===== src/common/mduPkg.sv =====
package mduPkg;

    // architectural register and operand value
    typedef logic [31:0] word_t;

    // HI:LO pair or full 64-bit product
    typedef logic [63:0] dword_t;

    // latency counter
    typedef logic [3:0] count_t;

    // execute stage operation codes, 8..15 do nothing
    typedef enum logic [3:0]
    {
        OpMultu = 4'd0,
        OpMult  = 4'd1,
        OpDivu  = 4'd2,
        OpDiv   = 4'd3,
        OpMaddu = 4'd4,
        OpMadd  = 4'd5,
        OpMsubu = 4'd6,
        OpMsub  = 4'd7
    } mduOp_t;

    // mthi/mtlo move codes, code 2 does nothing
    typedef enum logic [1:0]
    {
        MoveNone = 2'd0,
        MoveLo   = 2'd1,
        MoveHi   = 2'd3
    } hiLoMove_t;

    // sequencer FSM
    typedef enum logic
    {
        SeqIdle = 1'b0,
        SeqRun  = 1'b1
    } seqState_t;

    // busy cycles per operation class
    localparam count_t MulLatency = 4'd5;
    localparam count_t DivLatency = 4'd10;

    // accumulate modes for the multiplier
    localparam logic [1:0] AccNone = 2'd0;
    localparam logic [1:0] AccAdd  = 2'd1;
    localparam logic [1:0] AccSub  = 2'd2;

endpackage


===== src/mduCore/mulAccUnit.sv =====
module mulAccUnit
    import mduPkg::*;
(
    input  word_t      srcA,
    input  word_t      srcB,
    input  word_t      hi,
    input  word_t      lo,
    input  logic       startSigned,
    input  logic [1:0] accMode,
    output dword_t     mulResult
);

    dword_t extA;
    dword_t extB;
    dword_t product;
    dword_t hiLo;

    // sign or zero extend to 64 bits
    always_comb
    begin
        if (startSigned)
        begin
            extA = {{32{srcA[31]}}, srcA};
            extB = {{32{srcB[31]}}, srcB};
        end
        else
        begin
            extA = {32'b0, srcA};
            extB = {32'b0, srcB};
        end
    end

    // low 64 bits are the exact product in both cases
    assign product = extA * extB;

    assign hiLo = {hi, lo};

    always_comb
    begin
        case (accMode)
            AccAdd:
                mulResult = hiLo + product;
            AccSub:
                mulResult = hiLo - product;
            default:
                mulResult = product;
        endcase
    end

endmodule


===== config.mk =====
export PLATFORM = sky130hd
export DESIGN_NAME = mulAccUnit
export DESIGN_NICKNAME = d
export VERILOG_FILES = /design/src/common/mduPkg.sv /design/src/mduCore/mulAccUnit.sv
export SDC_FILE = /design/constraint.sdc
export NUM_CORES = 2
export LEC_CHECK = 0
export ABC_AREA = 1
export ABC_CLOCK_PERIOD_IN_PS = 23500
export BUFFER_PORTS_ARGS = -buffer_cell sky130_fd_sc_hd__buf_2
export CORE_ASPECT_RATIO = 0.6
export CORE_UTILIZATION = 60
export DETAILED_ROUTE_END_ITERATION = 10
export PLACE_DENSITY = 0.84
export SETUP_SLACK_MARGIN = 0.5
export SLEW_MARGIN = 20
export SYNTH_ARGS = -nofsm -noshare
export SYNTH_HDL_FRONTEND = slang
export SYNTH_SLANG_ARGS = --single-unit

===== constraint.sdc =====
create_clock -name vclk -period 23.5
set_input_delay 4.7 -clock vclk [all_inputs]
set_output_delay 4.7 -clock vclk [all_outputs]
set_load 0.01 [all_outputs]

# Yosys cells after proc, flatten, opt, wreduce, memory -nomap -nowiden
# Index checks and enable logic that the tools add are counted.
# word_totals
regBits,0
inputBits,131
out_inout_bits,64
wordCells,8
# op_classes
addsub,2
n_mul,1
n_eq_ne,2
mux,3
# op_table
operator,count
two-way mux 64 bit,2
case mux 64 bit (2 select lines),1
adder 64 bit,1
multiplier 64 x 64 -> 64 bit,1
subtractor 64 bit,1
"== test 2 x 1 -> 1 bit, second input constant",1
"== test 2 bit, second input constant",1

# Depth between registers and ports, before layout
# depth
ltp_word,4
ltp_mapped,61
depth_no_buf,60

# Least setup slack after synthesis
# Ideal clock, no wire load.
# synth_path
kind,input -> output
startpoint,input port srcA[31]
endpoint,output port mulResult[62]
arrival_time_ns,14.844
required_time_ns,18.800
slack_ns,3.956
cell_stages,52
path_buffers,2
cell_sequence,clkbuf_1 > nand2_1 > inv_1 > clkbuf_1 > nand2_1 > inv_1 > fa_1 > fa_1 > fa_1 > inv_1 > fa_1 > fa_1 > fa_1 > inv_1 > fa_1 > inv_1 > fa_1 > inv_1 > (+16 left out) > nor2_1 > inv_1 > nor2_1 > nand2_1 > nor4_1 > nand2_1 > xor2_1 > nand2_1 > nand2_1 > ha_1 > nand2_1 > nor3_1 > nand2_1 > nor4_1 > nand4_1 > nand2_1 > a21oi_1 > a22oi_1
# synth_between
elab_chain_cells,4
word_cells_on_any_way,5
classes_between,2 x add/sub; 1 x mul; 2 x mux
# synth_lines
item,line_no,rtl
"start, declared",mulAccUnit.sv:4,"input word_t srcA,"
two-way mux 64 bit (*),mulAccUnit.sv:21,if (startSigned)
multiplier 64 x 64 -> 64 bit (*),mulAccUnit.sv:34,assign product = extA * extB;
subtractor 64 bit or adder 64 bit (tied branches),"mulAccUnit.sv:44, mulAccUnit.sv:42",
case mux 64 bit (2 select lines) (*),mulAccUnit.sv:40,case (accMode)
"end, declared",mulAccUnit.sv:10,output dword_t mulResult
# Mark *: on every way between the ends. The rest lies on a longest branch, timed or not.

# Worst setup path after layout
# layout_path
startpoint,input port srcA[31]
endpoint,output port mulResult[57]
# Same word-level chain as after synthesis.

==> reports/metrics.csv <==
metric,value,unit
cp_max_fo,33,
final_net_count,9818,
drt_first_pass_iters,6,
die_y,243,um
drive_gt1_share,5.16,%
synth_nets,9789,
setup_viol,0,
antenna_found_initial,7,
cp_common_cell,nand2_1,
netlist_top_cells_area,"fa_1, inv_1, nand2_1",
fp-row-count,87,
grt_pass1_vias,51500,
synth_cell_type_count,54,
io_pins,195,
dr.max_layer_used,met5,
grt_max_degree,69,
seq_area_frac_synth,0,%
syn_avg_cell_area,7.39,sq um
met2_length,77100,um
cp.arrival,17.54,ns
hold_violations,0,
syn_inst,7860,
cts_hold_repair.buffers,0,
seq_area,0,sq um
crit_type,in2out,
cp.required,18.80,ns
rsz0062_at_grt,no,
die_w,404,um
cp-start-kind,primary input,
outcome,completed,
port_buffers,195,
wl_met1,83600,um
core-area,94900,sq um
synth_top_area_share,49.4,%
period_needed,22.24,ns
num-fill-cells,8379,
grt_pass1_wl,303000,um
clockBufferCount,0,
cp-end-kind,primary output,
grt_usage,40.9,%
first_iter_violations,5920,
synth_top_area_cell,fa_1,
syn_to_final_growth,4.16,%
yosys_warnings,0,
maxSlewViolCount,0,
start_util,61.2,%
place_congestion,1.05,
multi_input_area,47200,sq um
slowest_stage,fa_1,
drt-vias-per-instance,5.39,
hpwl,173000,um
fin_crit_sh,94.7,%
max-slew-margin-rel,13.2,%
hold_class,in2out,
routed_wl,196000,um
wl_per_cell,21.4,um
worst_pin_slew,1.29,ns
setup_tns,0,ns
postCtsSetupBuffers,0,
wl_met3,30600,um
slowest_delay,0.73,ns
drc,0,
die-area,98100,sq um
postRouteAntennaNets,0,
via_count,49500,
seq_cells,0,
cap_viol_max_count,0,
syn_area,58100,sq um
fmax,0.0450,GHz
grt_overflow,0,
[final timing paths]
path / slack, ns / cells after the start / to / startpoint
min: 9.95 / 7 / mulResult[63] / hi[31]
max: 1.26 / 48 / mulResult[57] / srcA[31]
[area by class of cell]
cell class                      count  area share (%)
Timing Repair Buffer              309            3.03
Tap cell                         1290            2.67
Inverter                         2626            16.3
Antenna cell                        4          0.0165
Multi-Input combinational cell   4952            78.0
[cell usage after synthesis (6+ instances only)]
master,n
a21oi_1,179
a31oi_1,20
and2_1,6
clkbuf_1,275
fa_1,1434
ha_1,364
inv_1,2617
nand2_1,2036
nand2_2,18
nand3_1,135
nand3_2,8
nand3b_1,24
nand4_1,38
nor2_1,291
nor2_2,17
nor3_1,28
nor3_2,7
nor4_1,19
o21a_1,6
o21ai_0,117
o21ai_1,14
o21bai_1,7
o221ai_1,7
or2_2,18
xnor2_1,30
xor2_1,86
[stage by stage]
step	hold WS [ns]	worst slack, ns	cell area (sq um)	utilization, %	instances
6_report	9.95	1.26	60500	63.7	9181
5_1_grt	10.0	0.557	60500	63.7	9178
3_3_place_gp	9.94	1.19	60500	63.7	9177
3_5_place_dp	9.94	0.949	60500	63.7	9177
4_1_cts	9.94	0.919	60500	63.7	9177
2_1_floorplan	9.68	3.96	58100	-	7860
[what timing repair did]
action                                 CTS  global route
gates resized for setup                  0             3
setup endpoints to repair                0            14
endpoints found under the hold margin    0             0
[routing by layer]
layer  vias up  global-route usage (%)
li1      21900                       -
met1     23900                    60.9
met2      3230                    56.8
met3       372                    15.3
met4         8                    7.77
met5         -                    2.68
[logic make-up (layout without fill, tap and decap cells)]
family / after synthesis / after routing / synth area share, %
xor+xnor: 123 / 123 / 1.96
fa+ha+maj: 1798 / 1798 / 57.3
buf+inv: 2908 / 2935 / 18.8
simple gates: 2659 / 2659 / 18.5
compound gates: 372 / 372 / 3.45
other cells: 0 / 4 / 0
[cells in the final DEF (no fill, tap or decap), types with 3 or more instances in the layout]
master / instances
buf_4: 114
and2_1: 6
nand3_1: 135
nor4_1: 17
clkinv_1: 4
nand3b_1: 24
nand2b_1: 3
o211ai_1: 3
o22ai_1: 3
o21bai_1: 7
inv_1: 2615
diode_2: 4
nand4_1: 38
a21boi_0: 5
nor3_1: 28
nor4_2: 3
nand2_1: 2035
nand3_2: 8
nor2_1: 291
o221ai_1: 7
nor2_2: 17
inv_2: 5
ha_1: 363
o21ai_0: 117
xnor2_1: 30
a21oi_1: 179
nand2_2: 19
xor2_1: 86
buf_2: 194
a31oi_1: 20
xor2_2: 4
nor3_2: 7
o21ai_1: 14
fa_1: 1434
o21a_1: 6
or2_2: 18
a221oi_1: 3
[worst max-delay path, delay by kind of cell]
kind	cells	cell delay [ns]
buffers and inverters	10	1.74
XOR/XNOR	1	0.17
AND/OR/NAND/NOR	22	4.00
adder cells (fa/ha/maj)	12	6.39
AO/OA/AOI/OAI	3	0.52
