$ cat src/common/mduPkg.sv
package mduPkg;

    // architectural register and operand value
    typedef logic [31:0] word_t;

    // HI:LO pair or full 64-bit product
    typedef logic [63:0] dword_t;

    // latency counter
    typedef logic [3:0] count_t;

    // execute stage operation codes, 8..15 do nothing
    typedef enum logic [3:0]
    {
        OpMultu = 4'd0,
        OpMult  = 4'd1,
        OpDivu  = 4'd2,
        OpDiv   = 4'd3,
        OpMaddu = 4'd4,
        OpMadd  = 4'd5,
        OpMsubu = 4'd6,
        OpMsub  = 4'd7
    } mduOp_t;

    // mthi/mtlo move codes, code 2 does nothing
    typedef enum logic [1:0]
    {
        MoveNone = 2'd0,
        MoveLo   = 2'd1,
        MoveHi   = 2'd3
    } hiLoMove_t;

    // sequencer FSM
    typedef enum logic
    {
        SeqIdle = 1'b0,
        SeqRun  = 1'b1
    } seqState_t;

    // busy cycles per operation class
    localparam count_t MulLatency = 4'd5;
    localparam count_t DivLatency = 4'd10;

    // accumulate modes for the multiplier
    localparam logic [1:0] AccNone = 2'd0;
    localparam logic [1:0] AccAdd  = 2'd1;
    localparam logic [1:0] AccSub  = 2'd2;

endpackage

$ cat src/mduCore/divUnit.sv
module divUnit
    import mduPkg::*;
(
    input  word_t  srcA,
    input  word_t  srcB,
    input  logic   startSigned,
    output dword_t divResult
);

    logic signed [31:0] sA;
    logic signed [31:0] sB;
    word_t              quotient;
    word_t              remainder;

    assign sA = srcA;
    assign sB = srcB;

    // signed path truncates toward zero, remainder follows the dividend
    always_comb
    begin
        if (startSigned)
        begin
            quotient  = sA / sB;
            remainder = sA % sB;
        end
        else
        begin
            quotient  = srcA / srcB;
            remainder = srcA % srcB;
        end
    end

    // remainder goes to HI, quotient to LO
    assign divResult = {remainder, quotient};

endmodule

$ cat config.mk
export PLATFORM = sky130hd
export DESIGN_NAME = divUnit
export DESIGN_NICKNAME = d
export VERILOG_FILES = /design/src/common/mduPkg.sv /design/src/mduCore/divUnit.sv
export SDC_FILE = /design/constraint.sdc
export NUM_CORES = 2
export LEC_CHECK = 0
export BUFFER_PORTS_ARGS = -buffer_cell sky130_fd_sc_hd__buf_2
export CAP_MARGIN = 20
export CELL_PAD_IN_SITES_DETAIL_PLACEMENT = 1
export CELL_PAD_IN_SITES_GLOBAL_PLACEMENT = 2
export CORE_MARGIN = 2
export CORE_UTILIZATION = 38
export DETAILED_ROUTE_END_ITERATION = 10
export PLACE_DENSITY_LB_ADDON = 0.1
export REMOVE_ABC_BUFFERS = 1
export SYNTH_ARGS = -nofsm -noshare
export SYNTH_HDL_FRONTEND = slang
export SYNTH_SLANG_ARGS = --single-unit
$ cat constraint.sdc
create_clock -name vclk -period 136.7
set_input_delay 20.505 -clock vclk [all_inputs]
set_output_delay 20.505 -clock vclk [all_outputs]
set_load 0.05 [all_outputs]
**Yosys cells after proc, flatten, opt, wreduce, memory -nomap -nowiden**

Index checks and enable logic that the tools add are counted.

- Div/mod/pow operators: 4
- Muxes and demuxes: 2
- Bitwise logic cells: 0
- Shift operators: 0
- Multipliers: 0
- Eq/ne operators: 0
- $lt $le $gt $ge: 0
- $add $sub $neg: 0
- Reduce and logical (&&, ||, !) cells: 0

Operators with widths:

| operator | count |
|---|---|
| 32-bit by 32-bit divider with 32-bit output | 2 |
| 32-bit by 32-bit remainder unit with 32-bit output | 2 |
| 32-bit 2-to-1 mux | 2 |

- Bits in latches: 0
- Bits in writable memories: 0
- Input port bits: 65
- Memory bits (read-only): 0
- Word-level logic and storage cells: 6
- Memories kept: 0
- Bits in registers: 0
- Output and inout port bits: 64

**Longest topological paths before layout**

- Depth after elaboration: 2
- Mapped depth: 388
- Mapped depth without buffers: 358

**Least setup slack after synthesis**

Ideal clock, no wire load.

- Path kind: input to output
- Start point: in srcB[0]
- End point: out divResult[58]
- Stages on the path: 353
- Data required time: 116.195 ns
- Buffers on the path: 62
- Arrival time: 103.344 ns
- Path slack: 12.851 ns
- Path through: inv_1 ha_1 or3b_2 a221oi_1 and4_1 and3_1 and3_1 a21oi_1 a21oi_1 ha_1 o21a_1 or2_2 nand4_1 nor3_1 a21oi_1 a21oi_1 ha_1 o21a_1 (+317 left out) o21a_1 o31ai_1 a41o_1 a221o_1 clkbuf_1 inv_1 clkbuf_1 buf_1 mux2i_1 ha_1 and3_1 nand4_1 or3_1 nand3b_4 or2_1 o31ai_2 xor2_1 a21oi_1

- Longest elaborated chain between the ends: 2
- Elaborated cells between the ends (all ways): 3
- Classes of those cells: div (2); mux (1)

RTL lines:

| what | RTL line | text |
|---|---|---|
| start, declared | divUnit.sv:5 | `input word_t srcB,` |
| 32-bit by 32-bit remainder unit with 32-bit output, on equally long branches | divUnit.sv:29, divUnit.sv:24 |  |
| 32-bit 2-to-1 mux (*) | divUnit.sv:21 | `if (startSigned)` |
| end, declared | divUnit.sv:7 | `output dword_t divResult` |

Every way passes the cells marked *; elsewhere a longest branch is shown, timed or not.

**Worst setup path after layout**

- Start point: in srcB[0]
- End point: out divResult[59]

The elaborated chain is that of the path after synthesis.

==> impl_metrics.py <==
metrics = {
    "die": {
        "die_h_um": 415,
        "die_area_um2": 173000,
        "row_count": 151,
        "die-width_um": 415,
        "core_um2": 169000,
        "initial_core_util_pct": 38.1,
        "ioPinCount": 129,
    },
    "finish": {
        "drive_above_1_share_pct": 8.36,
        "multiInputGateArea_um2": 62500,
        "n_clock_buffer": 0,
        "fin_nets": 10900,
        "final_cells": 12000,
        "seq_cell_count": 0,
        "regArea_um2": 0,
        "syn_to_final_growth_pct": 7.63,
        "fillers": 22000,
    },
    "setup_path": {
        "endpoint_kind": "output port",
        "crit_top_cell": "ha_1",
        "path_max_fanout": 36,
        "startpoint_type": "input pin",
        "crit_type": "in -> out",
        "cp.required_ns": 116.19,
        "critPathTopFamily": "compound AO/OA/AOI/OAI gates",
        "path_depth": 342,
        "critPathLaunch": "srcB[0]",
        "crit_arrival_ns": 112.16,
        "cp.buffers_inverters": 30,
        "endpoint": "divResult[59]",
        "slowest_stage": "o311ai_0",
        "critPathMaxStageDelay_ns": 0.94,
    },
    "sta": {
        "slew_headroom_pct": 12.0,
        "whs_ns": 41.59,
        "max_freq_ghz": 0.00754,
        "drv_slew": 0,
        "hold_viol_final": 0,
        "period_needed_ns": 132.66,
        "timing.final.crit_share_pct": 97.0,
        "setup_violations": 0,
        "tightest_slew_ns": 1.31,
    },
    "yosys": {
        "synth_top_area_share_pct": 20.6,
        "synth_top_area_cell": "ha_1",
        "synth_warnings": 0,
        "yosys-top-cells-count": "1077 x nor2_1, 1061 x ha_1, 1058 x nand2_1",
        "ys_seq_area_share_pct": 0,
        "synth_most_common_cell": "nor2_1",
        "syn-cell-area_um2": 64300,
        "syn_area_per_cell_um2": 6.60,
        "syn_inst": 9754,
        "synth.area.top_cells": "ha_1 21%, xnor2_1 7.3%, a21oi_1 6.9%, nor2_1 6.3%, nand2_1 6.2%",
        "ys_types": 120,
    },
    "placed_design": {
        "hpwl_um": 295000,
        "dpl.cell_count": 12000,
        "globalplace.congestion": 1.03,
        "io_buffers": 129,
    },
    "global_route": {
        "grt.overflow.total": 0,
        "grt_pass1_vias": 78900,
        "antenna_found_initial": 32,
        "grt_max_degree": 66,
        "grt_pass1_wl_um": 524000,
        "grt_usage_pct": 39.6,
    },
    "drt": {
        "firstDrtPassIters": 5,
        "route.detailed.drc": 0,
        "drt_iter0_drc": 7233,
        "vias": 79700,
        "vias_per_cell": 6.64,
        "wl_per_cell_um": 29.9,
        "routed_wl_um": 360000,
        "route.antenna.remaining_nets": 0,
    },
    "min_path": {
        "holdCritPathClass": "in -> out",
    },
    "flow_run": {
        "max_cap_viol_count": 0,
    },
    "run_status": {
        "status": "complete, no violations",
    },
}
## final cells by class
cell class | instances | share of cell area [%]
multi-input combinational | 9072 | 90.3
tap | 2218 | 4.01
timing repair buffer | 358 | 3.77
inverter | 346 | 1.88
antenna | 22 | 0.0795
## how the worst min path moves through the flow
stage                     start             to  slack (ns)  depth (start not counted)
floorplan           startSigned  divResult[46]       41.28                          1
global placement        srcA[0]  divResult[32]       41.56                          4
detailed placement      srcA[0]  divResult[32]       41.59                          4
CTS                     srcA[0]  divResult[32]       41.59                          4
global route            srcA[0]  divResult[32]       41.61                          4
finish                  srcA[0]  divResult[32]       41.59                          4
## cells by family after synthesis
family          count (synthesis)  share of synthesized area [%]
compound gates               3338                           34.3
xor+xnor                      811                           11.0
fa+ha+maj                    1063                           20.7
buf+inv                       685                           4.09
mux                           148                           2.50
simple gates                 3709                           27.3
## per-layer routing
metal  GRT usage [%]  wire, um  part of all wire, %
met1            52.5    156000                   44
met2            63.6    158000                   44
met3            4.02     24400                  6.8
met4            19.3     20900                  5.8
met5               0        39                0.011
## metrics by stage
| stage | worst slack [ns] | utilization [%] | instance area, um2 | setup TNS [ns] |
|---|---|---|---|---|
| after floorplan | 8.07 | - | 63000 | 0 |
| after global placement | 0.931 | 40.7 | 68600 | 0 |
| after detailed placement | -0.473 | 40.7 | 68600 | -5.45 |
| after CTS | 0.0754 | 40.7 | 68700 | 0 |
| after global routing | -0.0481 | 41.0 | 69200 | -0.0885 |
| final | 4.04 | 41.0 | 69200 | 0 |
## timing repair
item	CTS	global route
setup buffers	0	9
gates resized for setup	8	93
hold buffers	0	0
endpoints found under the setup margin	29	64
cloned	0	3
pin swaps	0	8
## placed cells by master (no fill, tap or decap), types with 54 or more instances in the layout
cell type / instances
a211oi_1: 103
a21boi_0: 56
a21o_1: 363
a21oi_1: 877
a31oi_1: 157
and2_1: 90
and3_1: 92
buf_2: 113
buf_4: 227
ha_1: 1061
inv_1: 330
mux2_2: 92
mux2i_1: 54
nand2_1: 1054
nand2b_1: 111
nand3_1: 256
nand4_1: 117
nor2_1: 1063
nor2b_1: 113
nor3_1: 335
nor4_1: 62
o211ai_1: 103
o21a_1: 273
o21ai_0: 580
o21bai_1: 82
o31ai_1: 98
or2_2: 91
or3_1: 114
xnor2_1: 521
xor2_1: 275
