<file path="config.mk">
export PLATFORM = sky130hd
export DESIGN_NAME = mduSequencer
export DESIGN_NICKNAME = d
export VERILOG_FILES = /design/src/common/mduPkg.sv /design/src/mduCore/mduSequencer.sv
export SDC_FILE = /design/constraint.sdc
export NUM_CORES = 1
export LEC_CHECK = 0
export BUFFER_PORTS_ARGS = -buffer_cell sky130_fd_sc_hd__buf_2
export CAP_MARGIN = 0
export CORE_ASPECT_RATIO = 1.4
export CORE_MARGIN = 2
export CORE_UTILIZATION = 47
export CTS_BUF_LIST = sky130_fd_sc_hd__clkbuf_2
export CTS_CLUSTER_DIAMETER = 120
export DETAILED_ROUTE_END_ITERATION = 8
export PLACE_DENSITY = 0.85
export SLEW_MARGIN = 30
export SYNTH_ARGS = -nofsm -noshare
export SYNTH_HDL_FRONTEND = slang
export SYNTH_SLANG_ARGS = --single-unit
</file>
<file path="constraint.sdc">
create_clock -name clk -period 4.09 [get_ports clk]
set_input_delay 0.6135 -clock clk [delete_from_list [all_inputs] [get_ports clk]]
set_output_delay 0.6135 -clock clk [all_outputs]
set_load 0.03 [all_outputs]
</file>
<file path="src/common/mduPkg.sv">
package mduPkg;

    // architectural register and operand value
    typedef logic [31:0] word_t;

    // HI:LO pair or full 64-bit product
    typedef logic [63:0] dword_t;

    // latency counter
    typedef logic [3:0] count_t;

    // execute stage operation codes, 8..15 do nothing
    typedef enum logic [3:0]
    {
        OpMultu = 4'd0,
        OpMult  = 4'd1,
        OpDivu  = 4'd2,
        OpDiv   = 4'd3,
        OpMaddu = 4'd4,
        OpMadd  = 4'd5,
        OpMsubu = 4'd6,
        OpMsub  = 4'd7
    } mduOp_t;

    // mthi/mtlo move codes, code 2 does nothing
    typedef enum logic [1:0]
    {
        MoveNone = 2'd0,
        MoveLo   = 2'd1,
        MoveHi   = 2'd3
    } hiLoMove_t;

    // sequencer FSM
    typedef enum logic
    {
        SeqIdle = 1'b0,
        SeqRun  = 1'b1
    } seqState_t;

    // busy cycles per operation class
    localparam count_t MulLatency = 4'd5;
    localparam count_t DivLatency = 4'd10;

    // accumulate modes for the multiplier
    localparam logic [1:0] AccNone = 2'd0;
    localparam logic [1:0] AccAdd  = 2'd1;
    localparam logic [1:0] AccSub  = 2'd2;

endpackage

</file>
<file path="src/mduCore/mduSequencer.sv">
module mduSequencer
    import mduPkg::*;
(
    input  logic   clk,
    input  logic   reset,
    input  logic   mduClr,
    input  logic   start,
    input  logic   startDiv,
    input  dword_t mulResult,
    input  dword_t divResult,
    output logic   busy,
    output logic   commit,
    output dword_t commitValue
);

    seqState_t state;
    count_t    count;
    dword_t    result;

    always_ff @(posedge clk)
    begin
        if (reset || mduClr)
        begin
            state <= SeqIdle;
            count <= '0;
        end
        else if (state == SeqRun)
        begin
            if (count == count_t'(1))
            begin
                state <= SeqIdle;
            end
            count <= count - count_t'(1);
        end
        else if (start)
        begin
            state <= SeqRun;
            count <= startDiv ? DivLatency : MulLatency;
        end
    end

    // result is taken at issue and held for the whole latency
    always_ff @(posedge clk)
    begin
        if (start && state == SeqIdle)
        begin
            result <= startDiv ? divResult : mulResult;
        end
    end

    assign busy = (count != '0);

    // last run cycle writes HI/LO unless the op is being aborted
    assign commit      = (state == SeqRun) && (count == count_t'(1)) && !mduClr;
    assign commitValue = result;

    assert property (@(posedge clk) disable iff (reset)
        busy == (state == SeqRun))
    else $error("busy disagrees with sequencer state");

    assert property (@(posedge clk) disable iff (reset)
        commit |-> $past(busy) ##1 !busy)
    else $error("commit outside of a run");

    assert property (@(posedge clk) disable iff (reset)
        start |-> state == SeqIdle)
    else $error("start arrived during a run");

endmodule

</file>
# After elaboration in Yosys (flattened, before gate mapping)
# Index checks and enable logic that the tools add are counted.
dict set report classes {
  div_mod_pow 0
  multipliers 0
  n_bitwise 1
  add_sub_neg 1
  reduce_logical 7
  shifts 0
  magnitude_cmp 0
  eq_ne 1
  n_mux 7
}
# operator count
set op_table {}
lappend op_table {{$mux W64} 1}
lappend op_table {{$mux W4} 3}
lappend op_table {{$eq A4 B1 Y1 const B} 1}
lappend op_table {{$reduce_bool A4 Y1} 1}
lappend op_table {{$sub A4 B1 Y4 const B} 1}
lappend op_table {{$logic_and A1 B1 Y1} 3}
lappend op_table {{$mux W1} 3}
lappend op_table {{$reduce_bool A2 Y1} 1}
lappend op_table {{$logic_not A1 Y1} 1}
lappend op_table {{$logic_or A1 B1 Y1} 1}
lappend op_table {{$not A1 Y1} 1}
dict set report totals {
  n_memories 0
  rom_bits 0
  register_bits 69
  ramBits 0
  latchBits 0
  output_inout_bits 66
}

# Logic depth before layout (Yosys ltp)
dict set report depth {
  ltp_word 3
  depth_mapped 5
}

# Least setup slack after synthesis
# No wires, ideal clock.
dict set report synth_path {
  path_type {input -> register}
  startpoint {in start}
  endpoint {reg count[3]}
  cell_stages 3
  setup_ps 76
  required_ps 4014
  arrival_time_ps 2520
  path_slack_ps 1494
  path_cell_list {and2b_1 a22oi_1 a31oi_1}
}
dict set report synth_between {
  elab_chain_len 1
}
# element line
set synth_rtl {}
lappend synth_rtl {{start, declared} mduSequencer.sv:7} ;# input logic start,
lappend synth_rtl {{$reduce_bool A2 Y1 (no source line)} -}
lappend synth_rtl {{end signal, assigned} mduSequencer.sv:33} ;# count <= count - count_t'(1);
lappend synth_rtl {{end signal, assigned} mduSequencer.sv:38} ;# count <= startDiv ? DivLatency : MulLatency;
lappend synth_rtl {{end, declared} mduSequencer.sv:17} ;# count_t count;
# Every way passes these cells.
# A chain may end at the register's enable or synchronous reset.

# Final worst setup path
dict set report layout_path {
  startpoint {reg state}
  endpoint {out commit}
}
dict set report layout_between {
  elab_chain_len 2
}
# element line
set layout_rtl {}
lappend layout_rtl {{start, declared} mduSequencer.sv:16} ;# seqState_t state;
lappend layout_rtl {{start signal, assigned} mduSequencer.sv:24} ;# state <= SeqIdle;
lappend layout_rtl {{start signal, assigned} mduSequencer.sv:31} ;# state <= SeqIdle;
lappend layout_rtl {{start signal, assigned} mduSequencer.sv:37} ;# state <= SeqRun;
lappend layout_rtl {{$logic_and A1 B1 Y1 (2 in a row)} mduSequencer.sv:54} ;# assign commit = (state == SeqRun) && (count == count_t'(1)) && !mduClr;
lappend layout_rtl {{end, declared} mduSequencer.sv:12} ;# output logic commit,
# Every way passes these cells.

==> results.md <==
- Result of the run: completed
- Cell type of the slowest stage on the worst timing path: dfxtp_1
- Global route overflow: 0
- Die Footprint: 0.00724 sq mm
- I/O pin count: 199
- Pre-antenna DRT Iters: 4
- Hold Crit Depth: 2
- Root Driver: clkbuf_2
- Gate count after technology mapping: 173
- Cell Area, Synth: 0.00309 sq mm
- Min-delay src: mulResult[50]
- Synth top area cells: edfxtp_1 (62%), mux2_2 (17%), mux2_4 (8.8%)
- Kind of critical path: reg2out
- Buffer depth of the longest clock path: 2
- Final Cycle Share: 0.520
- Number of enable flip-flop cells after synthesis: 64
- Post-detailed-placement half-perimeter wirelength: 5060 um
- Final critical path time including I/O delays and setup: 2.13 ns
- Leak pwr: 1.91 nW
- Largest net degree at the start of global routing: 69
- Hold slack: 0.416 ns
- Worst slew margin: 0.393
- Setup-violating endpoint count in the final report: 0
- Die boundary height: 99.9 um
- Number of instances resized during post-cts repair: 0
- Fraction of final layout cells sized beyond drive strength 1: 0.737
- Maximum level of the CTS H-tree: 3
- Max Slew Vio Count: 0
- Max-cap violations: 0
- Overall global routing resource usage: 0.181
- Starting utilization of the core area: 0.490
- Initial detailed-routing violation count: 125
- Chain of cells forming the critical path: nand3_1 > nor2_1 > buf_2
- Required @ worst endpoint: 3.48 ns
- Synth area leader: edfxtp_1
- Most frequent cells after synthesis: edfxtp_1 (64), mux2_2 (46), mux2_4 (18)
- Worst flop-to-flop path endpoint: commitValue[16]
- TritonCTS clock tree: built
- Path class of the lowest-slack min-delay path: in2reg
- Maximum clock frequency: 0.470 GHz
- Count of input and output buffers: 198
- Primary flip-flop cell chosen by synthesis mapping: edfxtp_1
- Transition time of the tightest slew-check pin: 0.911 ns
- Number of global-route vias before repair: 2,127
- Number of synthesized register bits: 69
- Stage delay of the slowest cell on the critical path: 0.58 ns
- Post-route setup TNS: 0 ns
- Share of synthesized registers carrying an async set or reset: 0
- Share of synthesized area occupied by flip-flops and latches: 0.655
- Cell with the most instances after synthesis: edfxtp_1
- Routability Congestion: 0.764
- Total of warnings raised by yosys: 0
- Initial antenna violation count: 0
- Remaining antenna violation count: 0
- Unrepaired setup endpoints after global routing: no
- Placement row count: 34
- Die W: 72.5 um
- Layout Area Growth over Synthesis: 35.4%
- Buffers inserted during post-CTS setup optimization: 0
- Per-instance average area after synthesis: 17.8 sq um
- Post-synthesis cell type count: 24
- Number of fill cells in the layout: 467
- Global-route wire length before repair: 9690 um
- Clock transition at the register clock pins on the worst setup and hold paths after CTS: 0.19 ns
- Layout net count: 511
- Sum of routed wire length over all layers: 6670 um
- Average routed wire per standard cell: 14.8 um
- Yosys top cell area share: 0.622
- Setup clock skew after layout: 0.0184 ns
- Worst Reg-to-Reg Cells: 2
- Worst Setup Start Kind: flop
- Worst vdd ir: 0.202 mV
- Worst reg2reg startpoint: state
- Cts-stage hold buffer count: 0
- Clock latency at the later pin of the worst-skew pair: 0.46 ns
- Number of CTS-inserted buffers: 9
- Worst R2R Setup Slack: 2.17 ns
- Clock Sinks: 69
- Fin. Hold Viols: 0
- DRC violations left: 0
- Max FO, Critical Path: 11
- Power per Cell Area: 347 mW/mm^2
- Net count after synthesis: 309
- Routed via count divided by cell count: 4.88
- Nature of the critical path endpoint: output pin
- Number of antenna cells inserted: 0
- Data arrival time of the critical path: 1.51 ns
- Capture endpoint of the worst hold path: commitValue[50]
- CORE AREA: 0.00630 sq mm
- Via count: 2,207
==> flip-flops by register name (all words and copies together), names as in the netlist <==
| name | count |
|---|---|
| state | 1 |
| count | 4 |
| commitValue | 64 |
==> critical path: cells and delay by family, from the launching register on <==
kind | cells | cell delay [ns]
buf+inv | 1 | 0.20
simple gates | 2 | 0.27
flops | 1 | 0.58
==> cells by family after synthesis <==
kind of cell / Yosys count / share of synthesized area
AOI/OAI and AO/OA: 8 / 0.0170
adders and majority gates: 3 / 0.0122
buffers and inverters: 12 / 0.0304
DFF: 69 / 0.655
muxes: 64 / 0.255
and+or+nand+nor: 17 / 0.0304
==> placed cells by master (no fill, tap or decap), drive strengths merged <==
cell type / instances
buf: 200
mux2: 64
nand3: 1
clkbuf: 12
a211oi: 3
nor2b: 2
nor3: 2
dfxtp: 5
edfxtp: 64
or2: 1
o21ai: 1
nor2: 4
clkinv: 4
and2b: 1
nand2: 2
ha: 3
a22oi: 1
a21oi: 1
inv: 3
a31oi: 2
nand3b: 3
nor3b: 1
==> worst max path at each step <==
stage / cells past startpoint / from / to
4_1_cts: 2 / state / commitValue[19]
5_1_grt: 3 / state / commit
3_5_place_dp: 3 / start / commitValue[10]
6_report: 3 / state / commit
3_3_place_gp: 3 / start / commitValue[12]
2_1_floorplan: 3 / start / count[3]
==> per-layer routing <==
layer  global-route usage  wire length (um)  vias to the layer above
met5                    0                 0                        -
met4                0.105               224                        0
met3               0.0532               608                       21
met2                0.319              3470                      143
met1                0.188              2370                      974
li1                     -                 -                     1069
==> cell type report <==
class	instances	area (sq um)	area share
timing repair buffer	200	1010	0.241
tap	72	90.1	0.0215
inverter	3	11.3	0.00269
clock inverter	4	17.5	0.00419
multi-input combinational	92	975	0.233
sequential	69	2020	0.484
clock buffer	12	60.1	0.0144
==> where the power goes <==
| part | switching [mW] | leakage, nW | internal, mW |
|---|---|---|---|
| registers | 0.0135 | 0.660 | 0.830 |
| logic | 0.176 | 1.19 | 0.135 |
| clock network | 0.216 | 0.0608 | 0.0823 |
==> through the flow <==
step / setup slack [ns] / power (mW) / cells / util / area [sq um]
global route: 1.81 / 1.52 / 452 / 0.664 / 4180
global placement: 1.79 / 1.16 / 436 / 0.652 / 4100
CTS: 1.93 / 1.47 / 452 / 0.664 / 4180
detailed placement: 1.71 / 1.17 / 436 / 0.652 / 4100
finish: 1.96 / 1.45 / 452 / 0.664 / 4180
floorplan: 1.49 / 1.06 / 173 / - / 3090
Power figures use the tool's default switching activity.
