<file path="src/common/mduPkg.sv">
package mduPkg;

    // architectural register and operand value
    typedef logic [31:0] word_t;

    // HI:LO pair or full 64-bit product
    typedef logic [63:0] dword_t;

    // latency counter
    typedef logic [3:0] count_t;

    // execute stage operation codes, 8..15 do nothing
    typedef enum logic [3:0]
    {
        OpMultu = 4'd0,
        OpMult  = 4'd1,
        OpDivu  = 4'd2,
        OpDiv   = 4'd3,
        OpMaddu = 4'd4,
        OpMadd  = 4'd5,
        OpMsubu = 4'd6,
        OpMsub  = 4'd7
    } mduOp_t;

    // mthi/mtlo move codes, code 2 does nothing
    typedef enum logic [1:0]
    {
        MoveNone = 2'd0,
        MoveLo   = 2'd1,
        MoveHi   = 2'd3
    } hiLoMove_t;

    // sequencer FSM
    typedef enum logic
    {
        SeqIdle = 1'b0,
        SeqRun  = 1'b1
    } seqState_t;

    // busy cycles per operation class
    localparam count_t MulLatency = 4'd5;
    localparam count_t DivLatency = 4'd10;

    // accumulate modes for the multiplier
    localparam logic [1:0] AccNone = 2'd0;
    localparam logic [1:0] AccAdd  = 2'd1;
    localparam logic [1:0] AccSub  = 2'd2;

endpackage

</file>
<file path="src/design/hiLoFile.sv">
module hiLoFile
    import mduPkg::*;
(
    input  logic   clk,
    input  logic   reset,
    input  logic   commit,
    input  dword_t commitValue,
    input  logic   writeHi,
    input  logic   writeLo,
    input  word_t  srcA,
    output word_t  hi,
    output word_t  lo
);

    always_ff @(posedge clk)
    begin
        if (reset)
        begin
            hi <= '0;
            lo <= '0;
        end
        else if (commit)
        begin
            hi <= commitValue[63:32];
            lo <= commitValue[31:0];
        end
        else
        begin
            // mthi / mtlo
            if (writeHi)
            begin
                hi <= srcA;
            end
            if (writeLo)
            begin
                lo <= srcA;
            end
        end
    end

    // commits only happen while busy, moves only while idle
    assert property (@(posedge clk) disable iff (reset)
        !(commit && (writeHi || writeLo)))
    else $error("commit and move in the same cycle");

endmodule

</file>
<file path="config.mk">
export PLATFORM = sky130hd
export DESIGN_NAME = hiLoFile
export DESIGN_NICKNAME = d
export VERILOG_FILES = /design/src/common/mduPkg.sv /design/src/design/hiLoFile.sv
export SDC_FILE = /design/constraint.sdc
export NUM_CORES = 1
export LEC_CHECK = 0
export BUFFER_PORTS_ARGS = -buffer_cell sky130_fd_sc_hd__clkbuf_2
export CAP_MARGIN = 30
export CORE_MARGIN = 2
export CORE_UTILIZATION = 49
export DETAILED_ROUTE_END_ITERATION = 16
export PLACE_DENSITY = 0.87
export RECOVER_POWER = 100
export SYNTH_ARGS = -nofsm -noshare
export SYNTH_HDL_FRONTEND = slang
export SYNTH_SLANG_ARGS = --single-unit
</file>
<file path="constraint.sdc">
create_clock -name clk -period 2 [get_ports clk]
set_input_delay 0.3 -clock clk [delete_from_list [all_inputs] [get_ports clk]]
set_output_delay 0.3 -clock clk [all_outputs]
set_load 0.01 [all_outputs]
</file>
Word level (Yosys, flattened, before mapping). Cells that the tools add are included.

Register bits: 64. Output and inout bits: 64. Logic and storage cells: 8.

Mux-type cells: 4. Reduce and logical (&&, ||, !) cells: 2.

Operator list (number): $mux W32 (4); $reduce_bool A2 Y1 (2).

Longest topological paths before layout. Gate-level depths: netlist of the first run.

Word-level depth: 2. Depth in mapped cells: 4. Gate-level depth less buffers: 2.

Worst setup path after synthesis of the first run. No wires, ideal clock.

Path type: input to register. From: input port reset. To: register hi[10]. Arrival time: 867 ps. Data required time: 1860 ps. Path slack: 993 ps. Stages: 3. Cell sequence: buf_2 clkbuf_1 a211oi_1.

RTL lines: start, declared (line hiLoFile.sv:5) `input logic reset,`; end signal, assigned (line hiLoFile.sv:24) `hi <= commitValue[63:32];`; end signal, assigned (line hiLoFile.sv:32) `hi <= srcA;`; end, declared (line hiLoFile.sv:11) `output word_t hi,`.

No word-level cell between the ends.

Final worst setup path of the first run.
From: input port commit. To: register lo[8].

Word-level cells in the longest chain between the ends: 1. Elaborated cells between the ends (all ways): 2. Classes of those cells: mux: 1; reduce/logical: 1.

Ends and longest elaborated chain: start, declared (line hiLoFile.sv:6) `input logic commit,`; $mux W32 / $reduce_bool A2 Y1 (equally long branches); end signal, assigned (line hiLoFile.sv:25) `lo <= commitValue[31:0];`; end signal, assigned (line hiLoFile.sv:36) `lo <= srcA;`; end, declared (line hiLoFile.sv:12) `output word_t lo`.

Several ways; a longest one is shown, not always the timed one. A chain may end at the register's enable or synchronous reset.

==> results of run 1 <==
-- layout make-up --
cell class	count	area, um2	area share [%]
tap	77	96.34	2.477
sequential	64	1281	32.94
clock inverter	5	25.02	0.6433
inverter	1	3.754	0.09649
timing repair buffer	171	824.5	21.20
multi-input combinational	192	1531	39.37
clock buffer	10	127.6	3.281
-- path summary, 6_finish.rpt --
| path | end | from | cells after the start | slack, ns |
|---|---|---|---|---|
| setup / recovery | lo[8] | commit | 4 | 0.70 |
| hold / removal | lo[11] | commitValue[11] | 3 | 0.25 |
| setup reg to reg | lo[14] | lo[14] | 2 | 1.20 |
| hold reg to reg | lo[9] | lo[9] | 2 | 0.56 |
-- synthesized netlist by cell type (all sizes together) --
| library cell | n | share of area (%) |
|---|---|---|
| nor2b | 64 | 12 |
| mux2i | 64 | 20 |
| inv | 1 | 0.12 |
| dfxtp | 64 | 40 |
| clkbuf | 9 | 1.0 |
| a211oi | 64 | 21 |
| buf | 19 | 6.2 |
-- routing by layer --
layer  up-vias  GRT usage, %  wire length [um]  part of all wire [%]
met5         -             0                 0                     0
met2       103         38.42              4180                    50
li1       1343             -                 -                     -
met3        12         5.739               464                   5.6
met4         0         8.225               140                   1.7
met1      1306         27.55              3549                    43
-- sequential cells by signal, summed over array words and instances, names as in the netlist --
| name | cells |
|---|---|
| hi | 32 |
| lo | 32 |
-- stage by stage --
step	total power, mW	util, %	hold WS (ns)	cells
6_report	2.879	61.26	0.2466	520
5_1_grt	3.025	61.26	0.2381	520
4_1_cts	2.986	65.46	0.2291	520
3_5_place_dp	2.073	63.05	0.5483	505
3_3_place_gp	2.055	63.05	0.5350	505
2_1_floorplan	1.831	-	0.4910	285
-- power by group through the flow --
| stage | combinational, mW | sequential, mW | clock, mW |
|---|---|---|---|
| finish | 0.549 | 1.43 | 0.905 |
| global route | 0.600 | 1.44 | 0.989 |
| CTS | 0.622 | 1.43 | 0.937 |
| detailed placement | 0.619 | 1.45 | 0 |
| global placement | 0.606 | 1.45 | 0 |
| floorplan | 0.338 | 1.49 | 0 |
-- logic make-up after synthesis --
logic type | after synthesis | share of synthesized area [%]
compound gates | 64 | 20.77
mux | 64 | 19.84
flops | 64 | 39.67
simple gates | 64 | 12.40
buf+inv | 29 | 7.323
-- worst reg2reg max path, stage by stage, from the launching register on --
cell                       delay [ns]
sky130_fd_sc_hd__dfxtp_1         0.36
sky130_fd_sc_hd__mux2i_1         0.08
sky130_fd_sc_hd__a211oi_1        0.27
-- layout by cell type, fill, tap and decap left out, drive strengths merged --
master / count
buf: 6
nor2b: 64
a211oi: 64
dfxtp: 64
clkbuf: 175
clkinv: 6
mux2i: 64
==> results.txt, run 1 <==
----------------------------------------------------
[Outcome]
  Result of the run ... complete, no violations

[Layout]
  Final antenna diode count ... 0
  Fin nets ... 540
  FILL cells ... 596
  Layout cells sized above 1 ... 27.54%
  Post-Layout Inst Area ... 0.003890 mm2
  Synth-to-layout area growth ... 20.46%

[Flow run]
  Max Cap Violations ... 0

[Placed design]
  Area of placed instances ... ~0.004 mm2
  Placed wire-length estimate ... 5.853 mm
  Final weighted congestion in routability-driven placement ... 0.8019
  Setup Slack @ Placement ... 0.7595 ns
  Input/output buffers ... 164

[Worst hold path]
  Hold WC Path Type ... primary input to flip-flop

[Pwr]
  Switch Pwr ... 0.8176 mW
  Leakage ... 1.744 nW
  Pwr per Cell Area ... 740.2 mW/mm2
  Part of the power in registers ... between 40 and 50%
  Switching power share of the total ... between 20% and 30%
  Power share of the combinational group ... 19.1%
  Internal power contribution ... 2.062 mW
  Power share of the clock group ... 31.4%
  VDD IR max ... about 0.49 mV

[Clocking]
  Setup Fix Bufs, Post-CTS ... 0
  Clock buffers created by TritonCTS ... 9
  Worst-path clk slew ... 0.07 ns
  CTS resizes ... 0
  Maximum level of the CTS H-tree ... 3
  Clock latency reported for the late side of the worst-skew pair ... 0.32 ns
  Clock tree from TritonCTS ... yes
  Root buffer selected by CTS ... sky130_fd_sc_hd__clkbuf_8
  CTS Hold Buffers Added ... 0
  Count of clock tree sinks ... 64
  Clock Path Buffers ... 2

[Critical path]
  Data arrival time of the critical path ... 1.53 ns
  Data required time at the worst endpoint ... approximately 2.2 ns
  Family with the most delay on the worst path ... buffers and inverters
  Largest stage delay on the critical path ... 0.45 ns
  Startpoint type of the worst setup path ... primary input
  Crit path cell chain ... clkbuf_1 -> clkinv_1 -> clkbuf_2 -> a211oi_1
  Critical setup path kind ... primary input to flip-flop
  Largest driver fanout on the critical path ... 33
  Sum of buffers and inverters on the critical path ... 3
  Cell type of the slowest stage on the worst timing path ... sky130_fd_sc_hd__clkbuf_2
  Setup crit end kind ... flip-flop

[Route]
  Final routed wire length divided by cell count ... 16.03 um
  DRC Markers ... 0
  Initial DRT Pass Iterations ... 4
  Starting DRT DRC Count ... 92
  Vias post-DR ... about 2800
  Drt via density ... 5.315
  Number of nets still failing antenna checks after routing ... 0
  Post-detailed-routing wire length ... approximately 8.3 mm

[STA]
  Final number of hold-violating endpoints ... 0
  Period minus WS final ... 1.301 ns
  Worst rel slew slack ... 54.46%
  Final setup violation count ... 0
  Fmax ... 0.7685 GHz
  Max Clock Skew ... 0 ns
  Setup TNS ... 0 ns
  Slew at the pin closest to its max-slew limit ... 0.6831 ns
  Setup ws final ... 0.6987 ns
  Pins over their slew limit ... 0
  Fraction of the cycle the final worst path needs ... 65.06%
  Unrepaired setup endpoints after global routing ... false

[Die]
  Full die area ... slightly above 0.007 mm2
  Std cell rows ... 29
  Count of pins on the block boundary ... between 150 and 200
  Starting Density ... 50.86%
  Chip Height ... about 85 um
  Floorplan die width ... 85.18 um
  Placeable core area ... 0.006350 mm2

[Global routing]
  Pin count of the biggest net entering global routing ... 65
  Via count of the first global-routing pass ... 2761
  Remaining global-route overflow ... 0
  Initial antenna violation count ... 0
  Wire length of the first global-routing pass ... roughly 13 mm
  All-layer global routing usage ... a little under a quarter

[Synth]
  Sequential share of the synthesized area ... 39.67%
  FF+latch count, synth ... 64
  Average instance area after synthesis ... 11.33 um2
  Area of the mapped netlist ... 0.003229 mm2
  Net count after synthesis ... 386
  Number of distinct library cells after synthesis ... 11
  Count of synthesis-stage warnings from yosys ... 0
  Post-Syn Instances ... 285

----------------------------------------------------
Power figures use the tool's default switching activity.
==> inputs of run 2 (changes only) <==
- CORE_UTILIZATION: 49 -> 41
- PLACE_DENSITY: 0.87 -> 0.78
- clock period: 2 -> 1.1 ns (I/O delays scaled with it)
==> run 2 against run 1 <==
Sequential share of layout area down 2.6 points. Register-to-register slack worse by 0.86 ns. Design area up 8.5%. Worst setup slack worse by 0.61 ns. Sequential power up 81%. Critical path depth down 3. Highest routed layer unchanged.
==> results.txt, run 2 (synthesis gave the netlist of run 1 again) <==
----------------------------------------------------
[Outcome]
  Result of the run ... complete, no violations

[Route]
  DRC Markers ... 0
  Final routed wire length divided by cell count ... 14.71 um
  Initial DRT Pass Iterations ... 4
  Drt via density ... 4.889
  Number of nets still failing antenna checks after routing ... 0
  Starting DRT DRC Count ... 86
  Vias post-DR ... 2689
  Post-detailed-routing wire length ... 8.093 mm

[Global routing]
  All-layer global routing usage ... 18.61%
  Remaining global-route overflow ... 0
  Pin count of the biggest net entering global routing ... 33
  Via count of the first global-routing pass ... ~2700
  Wire length of the first global-routing pass ... 12.65 mm
  Initial antenna violation count ... 0

[Pwr]
  Leakage ... ~1.8 nW
  Pwr per Cell Area ... 1404 mW/mm2
  VDD IR max ... 0.8682 mV

[Layout]
  Most common cell after layout, fill and taps aside ... sky130_fd_sc_hd__clkbuf_2
  Final antenna diode count ... 0
  Final core area utilization ... a little over half
  Most frequent cells in the layout ... sky130_fd_sc_hd__clkbuf_2, sky130_fd_sc_hd__clkbuf_1, sky130_fd_sc_hd__mux2i_1, sky130_fd_sc_hd__nor2b_1, sky130_fd_sc_hd__dfxtp_1
  Leading registers by flop count ... hi x32, lo x32
  Synth-to-layout area growth ... 30.65%
  Layout cells sized above 1 ... 34.38%
  Fin nets ... 545
  Post-Layout Inst Area ... 0.004219 mm2

[Placed design]
  Area of placed instances ... 0.004135 mm2
  Placed wire-length estimate ... 6.083 mm
  Input/output buffers ... 164
  Final weighted congestion in routability-driven placement ... 0.7624
  Setup Slack @ Placement ... 0.04423 ns

[STA]
  Period minus WS final ... slightly above 1 ns
  Fmax ... 0.9914 GHz
  Slew at the pin closest to its max-slew limit ... 0.4995 ns
  Final number of hold-violating endpoints ... 0
  WHS ... 0.1104 ns
  Worst rel slew slack ... 66.70%
  Pins over their slew limit ... 0
  Setup ws final ... 0.09136 ns
  Fraction of the cycle the final worst path needs ... 91.69%
  Max Clock Skew ... 0 ns
  Setup TNS ... 0 ns
  Final setup violation count ... 0
  Unrepaired setup endpoints after global routing ... false

[Critical path]
  Critical setup path kind ... flip-flop to output port
  Data required time at the worst endpoint ... approximately 0.94 ns
  Data arrival time of the critical path ... 0.84 ns
  Largest stage delay on the critical path ... 0.35 ns
  Sum of buffers and inverters on the critical path ... 1
  Crit path cell chain ... clkbuf_1
  Largest driver fanout on the critical path ... 2
  Family with the most delay on the worst path ... flip-flops
  Cell type of the slowest stage on the worst timing path ... sky130_fd_sc_hd__dfxtp_1
  Setup crit end kind ... output port
  Startpoint type of the worst setup path ... flip-flop

[Die]
  Starting Density ... 42.01%
  Floorplan die width ... 92.75 um
  Chip Height ... 92.75 um
  Count of pins on the block boundary ... 165
  Std cell rows ... 32
  Full die area ... 0.008603 mm2
  Placeable core area ... 0.007687 mm2

[Clocking]
  Root buffer selected by CTS ... sky130_fd_sc_hd__clkbuf_8
  Clock Path Buffers ... 2
  CTS Hold Buffers Added ... 0
  Clock buffers created by TritonCTS ... 9
  Count of clock tree sinks ... 64
  Clock tree from TritonCTS ... yes
  Clock latency reported for the late side of the worst-skew pair ... 0.32 ns
  Worst-path clk slew ... 0.07 ns
  Maximum level of the CTS H-tree ... 3
  CTS resizes ... 0
  Setup Fix Bufs, Post-CTS ... 0

[Flow run]
  Max Cap Violations ... 0

[Worst hold path]
  Hold WC Path Type ... primary input to flip-flop

----------------------------------------------------
run 2: cell types whose count changed in the layout (fill, tap and decap cells not counted), sizes merged:
cell,delta
buf,+5
clkinv,-5
bufinv,+2
clkbuf,+2
inv,+1
run 2: final cells by class:
class / instances / area, um2
clock inverter: 3 / 65.06
timing repair buffer: 176 / 924.6
fill: 733 / 3468
clock buffer: 12 / 155.1
sequential: 64 / 1281
tap: 102 / 127.6
inverter: 1 / 3.754
multi-input combinational: 192 / 1662
run 2: path summary, 6_finish.rpt:
kind	start	to	slack, ns	depth (start not counted)
setup / recovery	hi[29]	hi[29]	0.09	1
hold / removal	commitValue[6]	lo[6]	0.11	3
setup reg to reg	lo[0]	lo[0]	0.34	2
hold reg to reg	lo[5]	lo[5]	0.56	2
run 2: power by group:
part | internal [mW] | switching, mW
logic | 0.525 | 0.564
registers | 2.50 | 0.0913
clock network | 1.39 | 0.862
total | 4.41 | 1.52
run 2: metal layers:
layer	vias to the layer above	track usage (%)	part of all wire, %
li1	1348	-	-
met5	-	0	0
met3	10	5.452	6.6
met2	89	32.54	50
met1	1242	21.71	42
met4	0	6.373	1.3
run 2: metrics by stage:
| step | power, mW | instances |
|---|---|---|
| global placement | 3.787 | 535 |
| detailed placement | 3.813 | 535 |
| finish | 5.925 | 550 |
| floorplan | 3.329 | 285 |
| CTS | 6.078 | 550 |
| global route | 6.221 | 550 |
run 2: tightest hold or removal path, delay by kind of cell:
kind / cells / cell delay, ns
compound gates: 1 / 0.05
buf+inv: 1 / 0.08
simple gates: 1 / 0.09
==> inputs of run 3 (changes only) <==
- ABC_AREA: not set -> 1
- CELL_PAD_IN_SITES_DETAIL_PLACEMENT: not set -> 0
- CELL_PAD_IN_SITES_GLOBAL_PLACEMENT: not set -> 1
- CORE_UTILIZATION: 41 -> 26
==> run 3 against run 2 <==
Final cell count up 44%. Clock power up 35%. Sequential power about the same. Non-clock buffer count up 5. Clock skew unchanged. Global-route usage down 1.6 points. Combinational power down 6%. Synthesized cell count up 70%. Routed wire length up 32%. Largest power group is now the clock network.
==> results.txt, run 3 <==
----------------------------------------------------
[Synth]
  Most common library cells after synthesis ... sky130_fd_sc_hd__nand2_1, sky130_fd_sc_hd__nand3_1, sky130_fd_sc_hd__dfxtp_1, sky130_fd_sc_hd__inv_1, sky130_fd_sc_hd__buf_2
  Sequential share of the synthesized area ... between 40% and 50%
  Cell type with the largest total area after synthesis ... sky130_fd_sc_hd__dfxtp_1
  Net count after synthesis ... between 500 and 600
  Top-area cell type share of the netlist area ... 42.16%
  Count of synthesis-stage warnings from yosys ... 0
  Async SR Flop Fraction ... 0%
  Number of synthesized flops with an enable pin ... 0
  Post-Syn Instances ... approximately 490
  Top cells by area, synth ... sky130_fd_sc_hd__dfxtp_1, sky130_fd_sc_hd__nand2_1, sky130_fd_sc_hd__nand3_1, sky130_fd_sc_hd__inv_1, sky130_fd_sc_hd__buf_2
  Average instance area after synthesis ... 6.266 um2
  Area of the mapped netlist ... around 0.0030 mm2
  FF+latch count, synth ... 64
  Number of distinct library cells after synthesis ... 9
  Most used standard cell by instance count after synthesis ... sky130_fd_sc_hd__nand2_1
  Top flip-flop cell by instance count after synthesis ... sky130_fd_sc_hd__dfxtp_1

[Global routing]
  Wire length of the first global-routing pass ... 16.89 mm
  Via count of the first global-routing pass ... 3382
  Met3 GRT Util ... just over 6%
  Remaining global-route overflow ... 0
  Top Usage Layer GRT ... met2
  GR met1 Demand/Resource ... between 20% and 30%
  Met2 global-route usage ... 28.07%
  Pin count of the biggest net entering global routing ... 54
  Initial antenna violation count ... 0
  All-layer global routing usage ... 16.98%

[Critical path]
  Data arrival time of the critical path ... 0.85 ns
  Largest driver fanout on the critical path ... 2
  Data required time at the worst endpoint ... 0.94 ns
  Path length in cells of the critical path ... 1
  Crit path cell chain ... clkbuf_1
  Largest stage delay on the critical path ... 0.35 ns
  Sum of buffers and inverters on the critical path ... 1
  R2R cell count ... 4
  Setup crit end kind ... output port
  Startpoint type of the worst setup path ... flip-flop
  Critical setup path kind ... flip-flop to output port
  Family with the most delay on the worst path ... flip-flops
  Cell type of the slowest stage on the worst timing path ... sky130_fd_sc_hd__dfxtp_1

[Route]
  Starting DRT DRC Count ... 219
  Number of nets still failing antenna checks after routing ... 0
  Final routed wire length divided by cell count ... 13.47 um
  DRC Markers ... 0
  Drt via density ... 4.518
  Vias post-DR ... ~3600
  Initial DRT Pass Iterations ... 4
  Post-detailed-routing wire length ... 10.67 mm

[Clocking]
  Maximum level of the CTS H-tree ... 3
  Clock tree from TritonCTS ... yes
  CTS Hold Buffers Added ... 0
  Setup Fix Bufs, Post-CTS ... 0
  Count of clock tree sinks ... 64
  Worst-path clk slew ... 0.06 ns
  Clock Path Buffers ... 2
  Clock buffers created by TritonCTS ... 9
  Root buffer selected by CTS ... sky130_fd_sc_hd__clkbuf_16
  CTS resizes ... 0
  Clock latency reported for the late side of the worst-skew pair ... 0.33 ns

[Layout]
  Final antenna diode count ... 0
  Most frequent cells in the layout ... sky130_fd_sc_hd__nand2_1, sky130_fd_sc_hd__nand3_1, sky130_fd_sc_hd__clkbuf_2, sky130_fd_sc_hd__clkbuf_1, sky130_fd_sc_hd__inv_1
  FILL cells ... about 1300
  Register Area ... between 0.001 and 0.0015 mm2
  Most common cell after layout, fill and taps aside ... sky130_fd_sc_hd__nand2_1
  Layout cells sized above 1 ... between 20 and 25%
  Fin nets ... 745
  Leading registers by flop count ... hi x32, lo x32
  Area occupied by multi-input gates ... 0.001371 mm2
  Synth-to-layout area growth ... 41.66%

[STA]
  Pins over their slew limit ... 0
  Fraction of the cycle the final worst path needs ... 92.03%
  Max Clock Skew ... 0 ns
  Period minus WS final ... 1.012 ns
  Unrepaired setup endpoints after global routing ... false
  Fmax ... between 0.9 and 1 GHz
  Setup ws final ... 0.08772 ns
  Worst rel slew slack ... slightly below 80%
  Final setup violation count ... 0
  WHS ... 0.1282 ns
  Slew at the pin closest to its max-slew limit ... 0.3315 ns
  Final number of hold-violating endpoints ... 0

[Placed design]
  Input/output buffers ... ~160
  Placed wire-length estimate ... 7.834 mm
  Setup Slack @ Placement ... -0.02028 ns
  Final weighted congestion in routability-driven placement ... 0.8162

[Pwr]
  Pwr per Cell Area ... approximately 1500 mW/mm2
  Overall power after layout ... 6.609 mW
  Switch Pwr ... 1.720 mW
  Leakage ... 2.460 nW
  Internal power contribution ... 4.889 mW
  Power share of the combinational group ... between 10% and 20%
  Switching power share of the total ... 26.02%
  Part of the power in registers ... 38.8%
  VDD IR max ... between 0.8 and 0.9 mV
  Power share of the clock group ... between 40 and 50%

[Die]
  Count of pins on the block boundary ... 165
  Chip Height ... approximately 110 um
  Floorplan die width ... approximately 110 um
  Starting Density ... 26.62%
  Full die area ... 0.01257 mm2
  Placeable core area ... 0.01142 mm2
  Std cell rows ... 39

[Worst hold path]
  Count of cells along the worst hold path ... 5
  Hold WC Path Type ... primary input to flip-flop

[Flow run]
  Max Cap Violations ... 0

[Outcome]
  Result of the run ... complete, no violations

----------------------------------------------------
==> run 3: cell count changes in the layout (fill, tap and decap cells not counted), moves of 2 or more <==
cell,delta
sky130_fd_sc_hd__a211oi_1,-36
sky130_fd_sc_hd__clkbuf_16,+9
sky130_fd_sc_hd__inv_1,+65
sky130_fd_sc_hd__clkbuf_1,+2
sky130_fd_sc_hd__nor2b_1,-64
sky130_fd_sc_hd__a211oi_2,-28
sky130_fd_sc_hd__clkbuf_8,-7
sky130_fd_sc_hd__mux2i_1,-64
sky130_fd_sc_hd__nand3_1,+128
sky130_fd_sc_hd__nand2_1,+192
sky130_fd_sc_hd__buf_4,+8
sky130_fd_sc_hd__buf_12,-4
==> run 3: metrics by stage <==
stage            TNS (ns)  util, %  cells  instance area [um2]
5_1_grt                 0    37.71    792                 4305
3_3_place_gp   -0.0001217    35.84    776                 4093
6_report                0    37.71    792                 4305
3_5_place_dp     -0.05846    35.84    776                 4093
2_1_floorplan           0        -    485                 3039
4_1_cts                 0    38.64    792                 4412
==> run 3: layout make-up <==
class	instances	share of cell area, %
clock buffer	14	6.597
tap	143	4.156
inverter	66	5.754
clock inverter	2	0.8137
timing repair buffer	181	21.07
multi-input combinational	322	31.85
sequential	64	29.76
==> run 3: final timing paths <==
kind,startpoint,endpoint,slack (ns)
min,commitValue[5],lo[5],0.13
max reg2reg,lo[14],lo[14],0.46
max,lo[11],lo[11],0.09
min reg2reg,lo[18],lo[18],0.54
==> run 3: power groups by stage <==
| stage | clock (mW) | sequential [mW] | combinational (mW) |
|---|---|---|---|
| finish | 3.03 | 2.56 | 1.02 |
| global route | 3.24 | 2.58 | 1.15 |
| CTS | 3.14 | 2.56 | 1.08 |
| detailed placement | 0 | 2.61 | 1.08 |
| global placement | 0 | 2.61 | 1.08 |
| floorplan | 0 | 2.67 | 0.469 |
==> run 3: metal layers <==
metal  vias up  share of wire, %
met2       147                46
met1      1608                44
li1       1814                 -
met5         -                 0
met3         9               8.1
met4         0               1.2
==> run 3: logic make-up (layout without fill, tap and decap cells) <==
kind of cell	count (synthesis)	in the layout	share of synthesized area, %
buf+inv	99	263	12.80
simple gates	322	322	45.04
flops	64	64	42.16
